[src/rtl/csr_map_pkg.sv]
// ---------------------------------------
// Machine CSR address map, field bit
// positions and fixed register values
// ---------------------------------------
`default_nettype none

package csr_map_pkg;

  // Addresses of the implemented machine CSRs
  typedef enum logic [11:0] {
    CSR_MSTATUS  = 12'h300,
    CSR_MISA     = 12'h301,
    CSR_MIE      = 12'h304,
    CSR_MTVEC    = 12'h305,
    CSR_MSCRATCH = 12'h340,
    CSR_MEPC     = 12'h341,
    CSR_MCAUSE   = 12'h342,
    CSR_MTVAL    = 12'h343,
    CSR_MIP      = 12'h344
  } csr_addr_e;

  // mstatus fields, MPP is two bits wide
  localparam int MSTATUS_MIE  = 3;
  localparam int MSTATUS_MPIE = 7;
  localparam int MSTATUS_MPP  = 11;

  // Legal MPP encodings, one bit per value (user 2'b00, machine 2'b11)
  localparam logic [3:0] MSTATUS_MPP_LEGAL = 4'b1001;

  // Interrupt bits, shared by mip and mie
  localparam int IRQ_BIT_MSI = 3;
  localparam int IRQ_BIT_MTI = 7;
  localparam int IRQ_BIT_MEI = 11;

  // misa extension field: I (bit 8) and U (bit 20)
  localparam logic [25:0] MISA_EXT = 26'h0100100;

endpackage : csr_map_pkg

`default_nettype wire

[src/rtl/trap_pkg.sv]
// ---------------------------------------
// Privilege levels and trap cause codes
// ---------------------------------------
`default_nettype none

package trap_pkg;

  typedef enum logic [1:0] {
    PRIV_USER    = 2'b00,
    PRIV_MACHINE = 2'b11
  } priv_e;

  typedef enum logic [3:0] {
    IRQ_SOFTWARE = 4'd3,
    IRQ_TIMER    = 4'd7,
    IRQ_EXTERNAL = 4'd11
  } irq_code_e;

  typedef enum logic [3:0] {
    EXC_ILLEGAL = 4'd2,
    EXC_ECALL_U = 4'd8,
    EXC_ECALL_M = 4'd11
  } exc_code_e;

  // Compact cause, flag goes to bit XLEN-1 when stored
  typedef struct packed {
    logic       interrupt;
    logic [3:0] code;
  } trap_cause_t;

endpackage : trap_pkg

`default_nettype wire

[src/rtl/csr_trap_if.sv]
// ---------------------------------------
// Trap events and machine status shared
// by the control and datapath blocks
// ---------------------------------------
`timescale 1ns/10ps
`default_nettype none

interface csr_trap_if #(
  parameter int XLEN = 32
);
  import trap_pkg::*;

  logic            trap;
  trap_cause_t     cause;
  logic [XLEN-1:0] cause_word;
  logic            wr_commit;
  priv_e           priv;
  logic            mstatus_mie;
  logic            mstatus_mpie;
  priv_e           mstatus_mpp;
  // [2] external, [1] timer, [0] software
  logic [2:0]      irq_pending;
  logic [2:0]      irq_enable;

  // Cause as it is stored in mcause
  assign cause_word = {cause.interrupt, (XLEN - 1)'(cause.code)};

  modport control (
    output trap, cause, wr_commit, priv, mstatus_mie, mstatus_mpie, mstatus_mpp,
    input  irq_pending, irq_enable
  );

  modport regs (
    input  cause, wr_commit, mstatus_mie, mstatus_mpie, mstatus_mpp,
    output irq_pending, irq_enable
  );

  modport state (
    input trap, cause, cause_word, wr_commit, priv
  );

endinterface : csr_trap_if

`default_nettype wire

[src/rtl/trap_control.sv]
// ---------------------------------------
// Trap priority, privilege and mstatus
// state, mret handling and write gating
// ---------------------------------------
`timescale 1ns/10ps
`default_nettype none

module trap_control #(
  parameter int XLEN = 32
) (
  input  logic                  clock,
  input  logic                  reset,
  input  logic                  illegal_instruction,
  input  logic                  ecall,
  input  logic                  mret,
  input  logic                  wr_en,
  input  csr_map_pkg::csr_addr_e addr,
  input  logic [XLEN-1:0]       wr_data,
  csr_trap_if.control           bus,
  output trap_pkg::priv_e       privilege_mode
);
  import csr_map_pkg::*;
  import trap_pkg::*;

  priv_e      priv;
  logic       mie;
  logic       mpie;
  priv_e      mpp;
  logic       irq_global;
  logic [2:0] irq_active;
  logic       wr_commit;
  logic       mstatus_wr;
  logic [1:0] wr_mpp;

  // User mode always takes machine interrupts
  assign irq_global = (priv == PRIV_USER) || mie;
  assign irq_active = bus.irq_pending & bus.irq_enable & {3{irq_global}};

  // Interrupts first, then illegal instruction, then ecall
  always_comb begin
    bus.trap  = 1'b1;
    bus.cause = '0;
    if (irq_active[2]) begin
      bus.cause.interrupt = 1'b1;
      bus.cause.code      = IRQ_EXTERNAL;
    end else if (irq_active[1]) begin
      bus.cause.interrupt = 1'b1;
      bus.cause.code      = IRQ_TIMER;
    end else if (irq_active[0]) begin
      bus.cause.interrupt = 1'b1;
      bus.cause.code      = IRQ_SOFTWARE;
    end else if (illegal_instruction) begin
      bus.cause.code = EXC_ILLEGAL;
    end else if (ecall) begin
      bus.cause.code = (priv == PRIV_USER) ? EXC_ECALL_U : EXC_ECALL_M;
    end else begin
      bus.trap = 1'b0;
    end
  end

  // A trap cancels any CSR write in the same cycle
  assign wr_commit     = wr_en && !bus.trap;
  assign bus.wr_commit = wr_commit;

  assign mstatus_wr = wr_commit && (addr == CSR_MSTATUS);
  assign wr_mpp     = wr_data[MSTATUS_MPP +: 2];

  always_ff @(posedge clock or posedge reset) begin
    if (reset) begin
      priv <= PRIV_MACHINE;
      mie  <= 1'b0;
      mpie <= 1'b0;
      mpp  <= PRIV_USER;
    end else if (bus.trap) begin
      mpie <= mie;
      mie  <= 1'b0;
      mpp  <= priv;
      priv <= PRIV_MACHINE;
    end else if (mret) begin
      priv <= mpp;
      mie  <= mpie;
      mpie <= 1'b1;
      mpp  <= PRIV_USER;
    end else if (mstatus_wr) begin
      mie  <= wr_data[MSTATUS_MIE];
      mpie <= wr_data[MSTATUS_MPIE];
      // Unsupported MPP values keep the old mode
      if (MSTATUS_MPP_LEGAL[wr_mpp]) begin
        mpp <= priv_e'(wr_mpp);
      end
    end
  end

  assign bus.priv         = priv;
  assign bus.mstatus_mie  = mie;
  assign bus.mstatus_mpie = mpie;
  assign bus.mstatus_mpp  = mpp;
  assign privilege_mode   = priv;

  priv_legal_a : assert property (
    @(posedge clock) disable iff (reset) priv inside {PRIV_USER, PRIV_MACHINE}
  );

  // Issue stage must never combine these two
  mret_write_a : assert property (
    @(posedge clock) disable iff (reset) !(mret && wr_en)
  );

endmodule : trap_control

`default_nettype wire

[src/rtl/csr_regs.sv]
// ---------------------------------------
// mtvec, mie and mscratch, the CSR read
// mux and the trap target address
// ---------------------------------------
`timescale 1ns/10ps
`default_nettype none

module csr_regs #(
  parameter int XLEN       = 32,
  parameter int TIME_WIDTH = 64
) (
  input  logic                   clock,
  input  logic                   reset,
  input  csr_map_pkg::csr_addr_e addr,
  input  logic [XLEN-1:0]        wr_data,
  input  logic                   external_interrupt,
  input  logic                   software_interrupt,
  input  logic [TIME_WIDTH-1:0]  mtime,
  input  logic [TIME_WIDTH-1:0]  mtimecmp,
  input  logic [XLEN-1:0]        mepc,
  input  logic [XLEN-1:0]        mcause,
  input  logic [XLEN-1:0]        mtval,
  csr_trap_if.regs               bus,
  output logic [XLEN-1:0]        rd_data,
  output logic [XLEN-1:0]        trap_addr
);
  import csr_map_pkg::*;

  // MXL is 1 for RV32 and 2 for RV64
  localparam logic [XLEN-1:0] MISA_VALUE = {2'(XLEN / 32), {(XLEN - 28){1'b0}}, MISA_EXT};

  logic [XLEN-3:0] mtvec_base;
  logic            mtvec_vectored;
  logic [2:0]      irq_enable;
  logic [XLEN-1:0] mscratch;
  logic            timer_pending;
  logic [XLEN-1:0] mstatus_word;
  logic [XLEN-1:0] mie_word;
  logic [XLEN-1:0] mip_word;
  logic [XLEN-3:0] vector_offset;

  always_ff @(posedge clock or posedge reset) begin
    if (reset) begin
      mtvec_base     <= '0;
      mtvec_vectored <= 1'b0;
      irq_enable     <= '0;
      mscratch       <= '0;
    end else if (bus.wr_commit) begin
      case (addr)
        CSR_MTVEC: begin
          mtvec_base     <= wr_data[XLEN-1:2];
          mtvec_vectored <= wr_data[0];
        end
        CSR_MIE: begin
          irq_enable <= {wr_data[IRQ_BIT_MEI], wr_data[IRQ_BIT_MTI], wr_data[IRQ_BIT_MSI]};
        end
        CSR_MSCRATCH: mscratch <= wr_data;
        default: ;
      endcase
    end
  end

  // Timer fires once mtime reaches the compare value
  assign timer_pending   = mtime >= mtimecmp;
  assign bus.irq_pending = {external_interrupt, timer_pending, software_interrupt};
  assign bus.irq_enable  = irq_enable;

  always_comb begin
    mstatus_word                         = '0;
    mstatus_word[MSTATUS_MIE]            = bus.mstatus_mie;
    mstatus_word[MSTATUS_MPIE]           = bus.mstatus_mpie;
    mstatus_word[MSTATUS_MPP +: 2]       = bus.mstatus_mpp;

    mie_word                             = '0;
    mie_word[IRQ_BIT_MSI]                = irq_enable[0];
    mie_word[IRQ_BIT_MTI]                = irq_enable[1];
    mie_word[IRQ_BIT_MEI]                = irq_enable[2];

    mip_word                             = '0;
    mip_word[IRQ_BIT_MSI]                = software_interrupt;
    mip_word[IRQ_BIT_MTI]                = timer_pending;
    mip_word[IRQ_BIT_MEI]                = external_interrupt;
  end

  always_comb begin
    case (addr)
      CSR_MSTATUS:  rd_data = mstatus_word;
      CSR_MISA:     rd_data = MISA_VALUE;
      CSR_MIE:      rd_data = mie_word;
      CSR_MTVEC:    rd_data = {mtvec_base, 1'b0, mtvec_vectored};
      CSR_MSCRATCH: rd_data = mscratch;
      CSR_MEPC:     rd_data = mepc;
      CSR_MCAUSE:   rd_data = mcause;
      CSR_MTVAL:    rd_data = mtval;
      CSR_MIP:      rd_data = mip_word;
      default:      rd_data = '0;
    endcase
  end

  // Vectored mode offsets interrupts only, exceptions go to the base
  assign vector_offset = (mtvec_vectored && bus.cause.interrupt) ?
                         (XLEN - 2)'(bus.cause.code) : '0;
  assign trap_addr     = {mtvec_base + vector_offset, 2'b00};

  trap_addr_aligned_a : assert property (
    @(posedge clock) disable iff (reset) trap_addr[1:0] == 2'b00
  );

endmodule : csr_regs

`default_nettype wire

[src/rtl/trap_state_regs.sv]
// ---------------------------------------
// mepc, mcause and mtval, loaded on trap
// entry or by a committed CSR write
// ---------------------------------------
`timescale 1ns/10ps
`default_nettype none

module trap_state_regs #(
  parameter int XLEN = 32
) (
  input  logic                   clock,
  input  logic                   reset,
  input  csr_map_pkg::csr_addr_e addr,
  input  logic [XLEN-1:0]        wr_data,
  input  logic [XLEN-1:0]        pc,
  input  logic [31:0]            instruction,
  input  logic                   illegal_instruction,
  csr_trap_if.state              bus,
  output logic [XLEN-1:0]        mepc,
  output logic [XLEN-1:0]        mcause,
  output logic [XLEN-1:0]        mtval
);
  import csr_map_pkg::*;
  import trap_pkg::*;

  logic [XLEN-2:0] wr_code;
  logic            cause_legal;

  assign wr_code = wr_data[XLEN-2:0];

  // mcause only holds codes this unit can raise
  always_comb begin
    if (wr_data[XLEN-1]) begin
      cause_legal = wr_code inside {(XLEN - 1)'(IRQ_SOFTWARE), (XLEN - 1)'(IRQ_TIMER),
                                    (XLEN - 1)'(IRQ_EXTERNAL)};
    end else begin
      cause_legal = wr_code inside {(XLEN - 1)'(EXC_ILLEGAL), (XLEN - 1)'(EXC_ECALL_U),
                                    (XLEN - 1)'(EXC_ECALL_M)};
    end
  end

  always_ff @(posedge clock or posedge reset) begin
    if (reset) begin
      mepc   <= '0;
      mcause <= '0;
      mtval  <= '0;
    end else if (bus.trap) begin
      mepc   <= pc;
      mcause <= bus.cause_word;
      // Faulting instruction word for illegal instruction only
      if (!bus.cause.interrupt && illegal_instruction) begin
        mtval <= XLEN'(instruction);
      end
    end else if (bus.wr_commit) begin
      case (addr)
        CSR_MEPC: mepc <= {wr_data[XLEN-1:2], 2'b00};
        CSR_MCAUSE: begin
          if (cause_legal) begin
            mcause <= wr_data;
          end
        end
        CSR_MTVAL: mtval <= wr_data;
        default: ;
      endcase
    end
  end

  no_write_on_trap_a : assert property (
    @(posedge clock) disable iff (reset) !(bus.trap && bus.wr_commit)
  );

endmodule : trap_state_regs

`default_nettype wire

[src/rtl/csr_unit.sv]
// ---------------------------------------
// Machine-mode CSR unit top level, plain
// ports toward the core pipeline
// ---------------------------------------
`timescale 1ns/10ps
`default_nettype none

module csr_unit #(
  parameter int XLEN       = 32,
  parameter int TIME_WIDTH = 64
) (
  input  logic                  clock,
  input  logic                  reset,
  input  logic                  wr_en,
  input  logic [11:0]           addr,
  input  logic [XLEN-1:0]       wr_data,
  output logic [XLEN-1:0]       rd_data,
  input  logic                  external_interrupt,
  input  logic                  software_interrupt,
  input  logic [TIME_WIDTH-1:0] mtime,
  input  logic [TIME_WIDTH-1:0] mtimecmp,
  input  logic [XLEN-1:0]       pc,
  input  logic [31:0]           instruction,
  input  logic                  illegal_instruction,
  input  logic                  ecall,
  input  logic                  mret,
  output logic                  trap,
  output logic [XLEN-1:0]       trap_addr,
  output logic [XLEN-1:0]       mepc,
  output trap_pkg::priv_e       privilege_mode
);
  import csr_map_pkg::*;

  csr_addr_e       csr_addr;
  logic [XLEN-1:0] mcause;
  logic [XLEN-1:0] mtval;

  // Unknown addresses fall to the read mux default
  assign csr_addr = csr_addr_e'(addr);

  csr_trap_if #(.XLEN(XLEN)) trap_bus ();

  trap_control #(
    .XLEN(XLEN)
  ) i_trap_control (
    .clock               (clock),
    .reset               (reset),
    .illegal_instruction (illegal_instruction),
    .ecall               (ecall),
    .mret                (mret),
    .wr_en               (wr_en),
    .addr                (csr_addr),
    .wr_data             (wr_data),
    .bus                 (trap_bus.control),
    .privilege_mode      (privilege_mode)
  );

  csr_regs #(
    .XLEN       (XLEN),
    .TIME_WIDTH (TIME_WIDTH)
  ) i_csr_regs (
    .clock              (clock),
    .reset              (reset),
    .addr               (csr_addr),
    .wr_data            (wr_data),
    .external_interrupt (external_interrupt),
    .software_interrupt (software_interrupt),
    .mtime              (mtime),
    .mtimecmp           (mtimecmp),
    .mepc               (mepc),
    .mcause             (mcause),
    .mtval              (mtval),
    .bus                (trap_bus.regs),
    .rd_data            (rd_data),
    .trap_addr          (trap_addr)
  );

  trap_state_regs #(
    .XLEN(XLEN)
  ) i_trap_state_regs (
    .clock               (clock),
    .reset               (reset),
    .addr                (csr_addr),
    .wr_data             (wr_data),
    .pc                  (pc),
    .instruction         (instruction),
    .illegal_instruction (illegal_instruction),
    .bus                 (trap_bus.state),
    .mepc                (mepc),
    .mcause              (mcause),
    .mtval               (mtval)
  );

  assign trap = trap_bus.trap;

endmodule : csr_unit

`default_nettype wire

[config.mk]
export PLATFORM = sky130hd
export DESIGN_NAME = csr_unit
export DESIGN_NICKNAME = d
export VERILOG_FILES = /design/src/rtl/csr_map_pkg.sv /design/src/rtl/trap_pkg.sv /design/src/rtl/csr_trap_if.sv /design/src/rtl/trap_control.sv /design/src/rtl/csr_regs.sv /design/src/rtl/trap_state_regs.sv /design/src/rtl/csr_unit.sv
export SDC_FILE = /design/constraint.sdc
export NUM_CORES = 1
export LEC_CHECK = 0
export BUFFER_PORTS_ARGS = -buffer_cell sky130_fd_sc_hd__buf_2
export CAP_MARGIN = 20
export CORE_MARGIN = 3
export CORE_UTILIZATION = 52
export CTS_BUF_LIST = sky130_fd_sc_hd__clkbuf_16
export DETAILED_ROUTE_END_ITERATION = 8
export HOLD_SLACK_MARGIN = 0.02
export PLACE_DENSITY = 0.89
export SLEW_MARGIN = 15
export SYNTH_ARGS = -nofsm -noshare
export SYNTH_HDL_FRONTEND = slang
export SYNTH_HIERARCHICAL = 1
export SYNTH_SLANG_ARGS = --single-unit
[constraint.sdc]
create_clock -name clock -period 4.5 [get_ports clock]
set_clock_uncertainty 0.2 [all_clocks]
set_input_delay 0 -clock clock [delete_from_list [all_inputs] [get_ports clock]]
set_output_delay 0 -clock clock [all_outputs]
set_load 0.05 [all_outputs]
# Word-level counts from Yosys, hierarchy flattened
# Index checks and enable logic that the tools add are counted.
[totals]
register_bits = 168
inputBits = 244
out_inout_bits = 99
elab_cells = 96
[classes]
n_addsub = 1
n_lt_le_gt_ge = 2
n_eq_ne = 15
muxes = 40
n_bitwise = 2
reduce_logical = 25
[ops]
columns = ["op", "count"]
rows = [
  ["$mux W32", 11],
  ["$pmux W32 S9", 1],
  ["$eq A12 B10 Y1 const B", 9],
  ["$ge A64 B64 Y1", 1],
  ["$eq A31 B2 Y1 const B", 2],
  ["$eq A31 B4 Y1 const B", 2],
  ["$eq A31 B3 Y1 const B", 1],
  ["$add A30 B30 Y30", 1],
  ["$mux W4", 4],
  ["$mux W1", 14],
  ["$mux W2", 7],
  ["$reduce_bool A2 Y1", 6],
  ["$reduce_bool A3 Y1", 4],
  ["$mux W5", 2],
  ["$reduce_and A2 Y1", 5],
  ["$and A3 B3 Y3", 2],
  ["$reduce_and A3 Y1", 2],
  ["$logic_and A1 B1 Y1", 4],
  ["$lt A2 B3 Y1 const B", 1],
  ["$bmux W1 S2", 1],
  ["$logic_not A1 Y1", 2],
  ["$logic_not A2 Y1", 1],
  ["$ne A2 B1 Y1 const B", 1],
  ["$logic_or A1 B1 Y1", 1],
]

# Depth between registers and ports, before layout
# Gate-level depths: netlist (run 1).
[depth]
ltp_word = 12
depth_mapped = 23
ltp_nobuf = 22

# Hierarchy
# Netlist (run 1), hierarchy kept.
[modules_own_cells]
columns = ["mod", "n_inst", "cells_each", "area_per_inst_um2", "seq_area_each_um2"]
rows = [
  ["csr_regs", 1, 672, 6073.3, 1651.6],
  ["trap_state_regs", 1, 393, 4375.4, 2402.3],
  ["trap_control", 1, 56, 490.5, 152.6],
  ["csr_unit", 1, 1, 3.8, 0.0],
]

# Worst setup path after synthesis (run 1)
# Ideal clock, no wire load.
[synth_path]
path_type = "input-to-output"
startpoint = "input port mtimecmp[45]"
endpoint = "output port trap_addr[31]"
arrival_time_ps = 4376
t_required_ps = 4300
slack_ps = -76
path_stages = 23
path_buffers = 1
path_cell_list = "inv_1 ha_1 a21o_1 a21o_1 a221oi_1 nor3_1 o31ai_1 nand4b_1 buf_4 a222oi_1 nor2_2 nor2_1 o21ai_0 nand3_1 inv_1 ha_1 a21o_1 a21o_1 a21oi_1 nor3_4 nand3_2 nor4_2 xor2_1"
[synth_rtl]
columns = ["item", "line_no", "rtl"]
rows = [
  ["start: declaration", "csr_unit.sv:21", "input logic [TIME_WIDTH-1:0] mtimecmp,"],
  ["end: declaration", "csr_unit.sv:28", "output logic [XLEN-1:0] trap_addr,"],
]

==> impl_metrics.json, run 1 <==
{
  "status": "finished, violations left",
  "violations": "setup timing",
  "drv_cap": 0,
  "ys_seq_area_share_pct": 38.4,
  "ant_nets": 0,
  "first_pass_iters": 6,
  "die_w_um": 151,
  "hpwl_um": 27100,
  "grt_setup_unrepaired": "yes",
  "nFillCells": 1216,
  "cts_tree": "built",
  "grt_pass1_vias": 12300,
  "report.final.slew_viol_count": 0,
  "max_slew_margin_pct": 24.3,
  "num-nets-final": 1963,
  "synthFlopType": "dfrtp_1",
  "worst_hold_path_type": "in -> async",
  "critPathLaunchType": "input pin",
  "start_util_pct": 53.6,
  "r2r_start": "i_csr_regs/bus.irq_enable[2]",
  "synth_edf_count": 0,
  "antenna_found_initial": 3,
  "routabilityCongestion": 0.972,
  "netlist_area_mm2": 0.0109,
  "ys_async_sr_fraction_pct": 100,
  "setup_viol": 41,
  "vias": 12000,
  "crit_type": "in -> out",
  "cts_buffers": 17,
  "pwr_density_cell_mw_per_mm2": 263,
  "io_buffer_count": 340,
  "ff2ff_setup_slack_ps": 810,
  "yosysUniqueCellTypes": 74,
  "grtUsageTotal_pct": 36.4,
  "period_minus_slack_ps": 4790,
  "yosysWarnings": 6,
  "clockBufferDepth": 2,
  "grt_max_degree": 68,
  "p_leak_nw": 8.45,
  "seqCellArea_mm2": 0.00421,
  "ir_worst_vdd_uv": 232,
  "synth.avg_cell_area_um2": 9.75,
  "syn_to_final_growth_pct": 45.8,
  "max_freq_ghz": 0.209,
  "p_total_mw": 4.19,
  "row_count": 52,
  "ioPinCount": 343,
  "final.period_utilization_pct": 106,
  "drt-total-wl_um": 45400,
  "cts_root_buffer": "clkbuf_16",
  "clock_sinks": 168,
  "tightest_slew_ps": 1130,
  "cp.arrival_ps": 4590,
  "htreeDepth": 4,
  "multi_input_area_mm2": 0.00667,
  "worst_slack_ps": -286,
  "coreArea_mm2": 0.0204,
  "synth-seq-cells": 168,
  "drt_iter0_markers": 1140,
  "via_per_inst": 6.20,
  "path_max_fanout": 5,
  "drc": 0,
  "die_y_um": 151,
  "wl_per_cell_um": 23.5,
  "overflow": 0,
  "dieArea_mm2": 0.0228,
  "path_clk_slew_ps": 80,
  "critPathLaunch": "mtimecmp[43]",
  "drive_gt1_share_pct": 32.2,
  "grt_pass1_wl_um": 64000,
  "clock_latency_ps": 430,
  "critPathCaptureType": "primary output",
  "tns_ps": -5050,
  "synth_cells": 1122,
  "cp_data_required_time_ps": 4300,
  "hold_viol": 0
}
[cell usage after synthesis (4+ instances only)]
library cell / number / area (µm²)
nand2_1: 79 / 297
a21oi_1: 91 / 455
a221o_1: 27 / 270
a22o_1: 20 / 175
a21o_1: 12 / 90.1
mux2_1: 66 / 743
o221ai_1: 5 / 43.8
buf_2: 14 / 70.1
ha_1: 68 / 851
o21ai_0: 47 / 235
buf_4: 13 / 97.6
nor2b_1: 4 / 25.0
nor4_1: 6 / 37.5
and4_1: 7 / 61.3
xor2_1: 11 / 96.3
and3_1: 8 / 50.1
nand4_1: 14 / 87.6
clkbuf_1: 26 / 97.6
a22o_2: 7 / 70.1
nor4_2: 7 / 87.6
nand3_1: 11 / 55.1
dfrtp_1: 166 / 4150
inv_1: 88 / 330
a221oi_1: 7 / 61.3
nor3_1: 9 / 45.0
mux2i_1: 99 / 991
nor2_1: 113 / 424
xnor2_1: 17 / 149
o21ai_1: 9 / 45.0
nand2b_1: 4 / 25.0
[placed cells by master (no fill, tap or decap), drive strengths merged, types with 9 or more instances in the layout]
cell type and count:
and3 9, a21oi 91, xnor2 17, inv 98
a22o 27, o21ai 56, nor4 14, dlygate4sd3 157
a21o 12, clkbuf 18, mux2i 99, a221o 27
dfrtp 166, buf 384, mux2 66, nand4 14
ha 68, nand2 80, nor2 114, nor3 14
conb 29, xor2 11, nand3 14
[routing by layer]
metal / share of wire (%) / global-route usage (%) / up-vias
met5: 0 / 0 / -
met1: 34 / 42.3 / 5711
met2: 49 / 61.2 / 965
met4: 8.1 / 25.5 / 0
li1: - / - / 5038
met3: 8.9 / 5.92 / 292
[cell type report]
type,count,area share (%)
Antenna cell,3,0.0470
Tap cell,270,2.12
Sequential cell,168,26.4
Clock buffer,17,2.67
Multi-Input combinational cell,832,41.8
Inverter,89,2.16
Timing Repair Buffer,542,23.7
Clock inverter,15,1.18
[state kept, by name, indices dropped and copies added, names as in the netlist]
name,cells
i_trap_control/bus.priv,2
i_trap_control/bus.mstatus_mpp,2
i_trap_control/bus.mstatus_mpie,1
i_trap_state_regs/mtval,32
i_csr_regs/mtvec_vectored,1
i_trap_state_regs/mcause,32
i_trap_state_regs/mepc,32
i_trap_control/bus.mstatus_mie,1
i_csr_regs/mtvec_base,30
i_csr_regs/mscratch,32
i_csr_regs/bus.irq_enable,3
[power breakdown]
part	total (mW)	internal [mW]	switching, mW	leakage, nW
registers	1.67	1.60	0.0683	2.11
logic	0.969	0.422	0.546	6.04
clock network	1.56	0.887	0.671	0.302
[worst max-delay path, cell delays in order]
cell and delay, ps:
buf_2 120, inv_2 70, ha_4 210, a21oi_1 150
o21ai_1 140, a221oi_2 420, nor3_2 120, o31ai_2 300
nand4b_1 270, a222oi_1 540, nor2_2 120, nor2_1 140
o21ai_2 80, nand3_2 100, inv_2 50, ha_4 250
a21o_1 100, a21o_1 170, a21oi_4 90, nor3_4 230
nand3_4 190, buf_8 200, nor2_4 90, xor2_1 190
buf_4 230
[path summary, 6_finish.rpt]
check	end	cells past startpoint
setup / recovery	trap_addr[23]	25
hold / removal	i_csr_regs/mscratch[19]	3
setup reg to reg	i_trap_state_regs/mepc[22]	12
hold reg to reg	i_csr_regs/mscratch[31]	1
max in group asynchronous	i_trap_state_regs/mtval[20]	4
min in group clock	i_trap_control/bus.mstatus_mpp[1]	5
[logic make-up (layout without fill, tap and decap cells)]
group,Yosys count,in the layout,share of synthesized area [%]
simple gates,291,291,13.4
compound gates,249,249,15.5
flops,168,168,38.4
mux,166,166,16.1
buf+inv,149,663,6.31
fa+ha+maj,69,69,7.96
xor+xnor,28,28,2.24
other cells,2,32,0.0686
[metrics by stage]
step	instances	cell area, µm²	utilization, %	setup WS, ps	hold WS, ps
after global placement	1735	13100	63.9	-40.3	-220
after CTS	1924	15300	75.0	-20.6	22.2
after detailed placement	1735	13100	63.9	-259	-215
final	1936	16000	78.1	-286	26.9
after global routing	1936	16000	78.1	-370	63.0
after floorplan	1149	11100	-	29.9	-410
[timing repair]
action                     in CTS  in global routing
pin swaps                       6                 56
hold endpoints to repair      231                  0
setup endpoints to repair      20                 50
setup buffers                   0                  9
resized for setup              21                113
hold buffers                  157                  0
(Power assumes the default switching activity.)
==> inputs of run 2 (changes only) <==
--- a/config.mk
+++ b/config.mk
@@ -13,6 +13,7 @@
 export DETAILED_ROUTE_END_ITERATION = 8
 export HOLD_SLACK_MARGIN = 0.02
 export PLACE_DENSITY = 0.89
+export SETUP_SLACK_MARGIN = 0.02
 export SLEW_MARGIN = 15
 export SYNTH_ARGS = -nofsm -noshare
 export SYNTH_HDL_FRONTEND = slang
==> run 2 against run 1 <==
  * The run still ends with setup timing left
  * Clock power about the same
  * Wire length up 3.2%
  * Total power increased by 0.35%
  * Largest power group unchanged
  * Critical path depth stayed put
==> impl_metrics.json, run 2 (synthesis gave the netlist of run 1 again) <==
{
  "wl_per_cell_um": 24.1,
  "clock_latency_ps": 430,
  "report.final.slew_viol_count": 0,
  "final_util_pct": 78.7,
  "drive_gt1_share_pct": 32.5,
  "cts_root_buffer": "clkbuf_16",
  "grt_max_degree": 68,
  "antenna_found_initial": 5,
  "clock_sinks": 168,
  "overflow": 0,
  "p_leak_nw": 8.52,
  "ir_worst_vdd_uv": 224,
  "r2r_start": "i_csr_regs/bus.irq_enable[2]",
  "placedCellCount": 1735,
  "violations": "setup timing",
  "first_pass_iters": 7,
  "r2r_cells": 13,
  "layout_commonest_cell": "buf_2",
  "final_cell_mix": "buf_2, dfrtp_1, dlygate4sd3_1, nor2_1, mux2i_1",
  "crit_type": "in -> out",
  "cp_data_required_time_ps": 4300,
  "ant_nets": 0,
  "ff2ff_setup_slack_ps": 780,
  "p_total_mw": 4.21,
  "max_slew_margin_pct": 23.0,
  "cp.arrival_ps": 4550,
  "period_minus_slack_ps": 4750,
  "critPathCaptureType": "primary output",
  "clockBufferDepth": 2,
  "worst_hold_path_type": "in -> async",
  "tightest_slew_ps": 1150,
  "grt_pass1_vias": 12200,
  "routabilityCongestion": 0.972,
  "row_count": 52,
  "htreeDepth": 4,
  "ioPinCount": 343,
  "start_util_pct": 53.6,
  "path_max_fanout": 5,
  "nFillCells": 1182,
  "grt_pass1_wl_um": 64100,
  "hpwl_um": 27100,
  "syn_to_final_growth_pct": 47.0,
  "worst_slack_ps": -250,
  "multi_input_area_mm2": 0.00670,
  "die_w_um": 151,
  "grt_setup_unrepaired": "yes",
  "cts_buffers": 17,
  "critPathLaunchType": "input pin",
  "pre_cts_ws_ps": -259,
  "cts_tree": "built",
  "io_buffer_count": 340,
  "drt-total-wl_um": 46900,
  "path_clk_slew_ps": 80,
  "tns_ps": -4880,
  "coreArea_mm2": 0.0204,
  "drt_iter0_markers": 1248,
  "max_freq_ghz": 0.211,
  "grtUsageTotal_pct": 36.5,
  "pwr_density_cell_mw_per_mm2": 262,
  "r2r_end": "i_trap_state_regs/mepc[29]",
  "num-nets-final": 1967,
  "die_y_um": 151,
  "drv_cap": 0,
  "status": "finished, violations left",
  "dieArea_mm2": 0.0228,
  "vias": 12200,
  "setup_viol": 45,
  "seqCellArea_mm2": 0.00421,
  "stdcell_count": 1944,
  "hold_viol": 0,
  "final.period_utilization_pct": 106,
  "via_per_inst": 6.26,
  "drc": 0
}
run 2: critical path: stages:
cell	delay (ps)
buf_2	110
inv_2	60
ha_4	210
a21oi_1	140
o21ai_1	150
a221oi_2	430
nor3_2	120
o31ai_2	270
nand4b_1	250
a222oi_1	520
nor2_2	120
nor2_1	140
o21ai_2	90
nand3_2	100
inv_2	50
ha_4	250
a21o_1	100
a21o_1	180
a21oi_4	90
nor3_4	240
nand3_4	190
nor3b_4	220
buf_4	150
xor2_2	170
buf_6	180
run 2: how the worst max path moves through the flow:
stage / startpoint / endpoint / slack (ps)
after floorplan: mtimecmp[45] / trap_addr[30] / 30
after global placement: mtime[45] / trap_addr[31] / -40
after detailed placement: mtime[0] / trap_addr[21] / -260
after CTS: mtime[45] / trap_addr[31] / -5
after global routing: mtimecmp[43] / trap_addr[26] / -310
final: mtimecmp[43] / trap_addr[27] / -250
run 2: repair_timing:
| item | in CTS | in global routing |
|---|---|---|
| endpoints found under the setup margin | 22 | 53 |
| hold buffers | 157 | 0 |
| gates resized for setup | 22 | 125 |
| gates cloned | 0 | 2 |
| pin swaps | 7 | 57 |
| buffers inserted | 0 | 11 |
| hold endpoints to repair | 231 | 0 |
run 2: per-stage QoR:
| stage | hold WS (ps) | cell area (µm²) |
|---|---|---|
| 6_report | 32.2 | 16100 |
| 5_1_grt | 70.5 | 16100 |
| 4_1_cts | 22.2 | 15300 |
| 3_5_place_dp | -215 | 13100 |
| 3_3_place_gp | -220 | 13100 |
| 2_1_floorplan | -410 | 11100 |
run 2: layout make-up:
cell class	count	share of cell area (%)
Sequential cell	168	26.2
Multi-Input combinational cell	832	41.7
Antenna cell	7	0.109
Clock inverter	15	1.17
Clock buffer	17	2.65
Tap cell	270	2.10
Timing Repair Buffer	546	24.0
Inverter	89	2.16
run 2: power by group:
part	internal (mW)	switching, mW	leakage (nW)
logic	0.424	0.554	6.10
registers	1.60	0.0723	2.11
clock network	0.887	0.673	0.302
total	2.91	1.30	8.52
run 2: layer usage:
metal  global-route usage, %  part of all wire, %  vias to the layer above  wire length, µm
met3                    6.55                  9.5                      296             4450
met5                       0                    0                        -                0
met2                    61.0                   48                     1014            22700
met4                    25.3                  7.9                        0             3700
met1                    42.4                   34                     5794            16000
li1                        -                    -                     5060                -
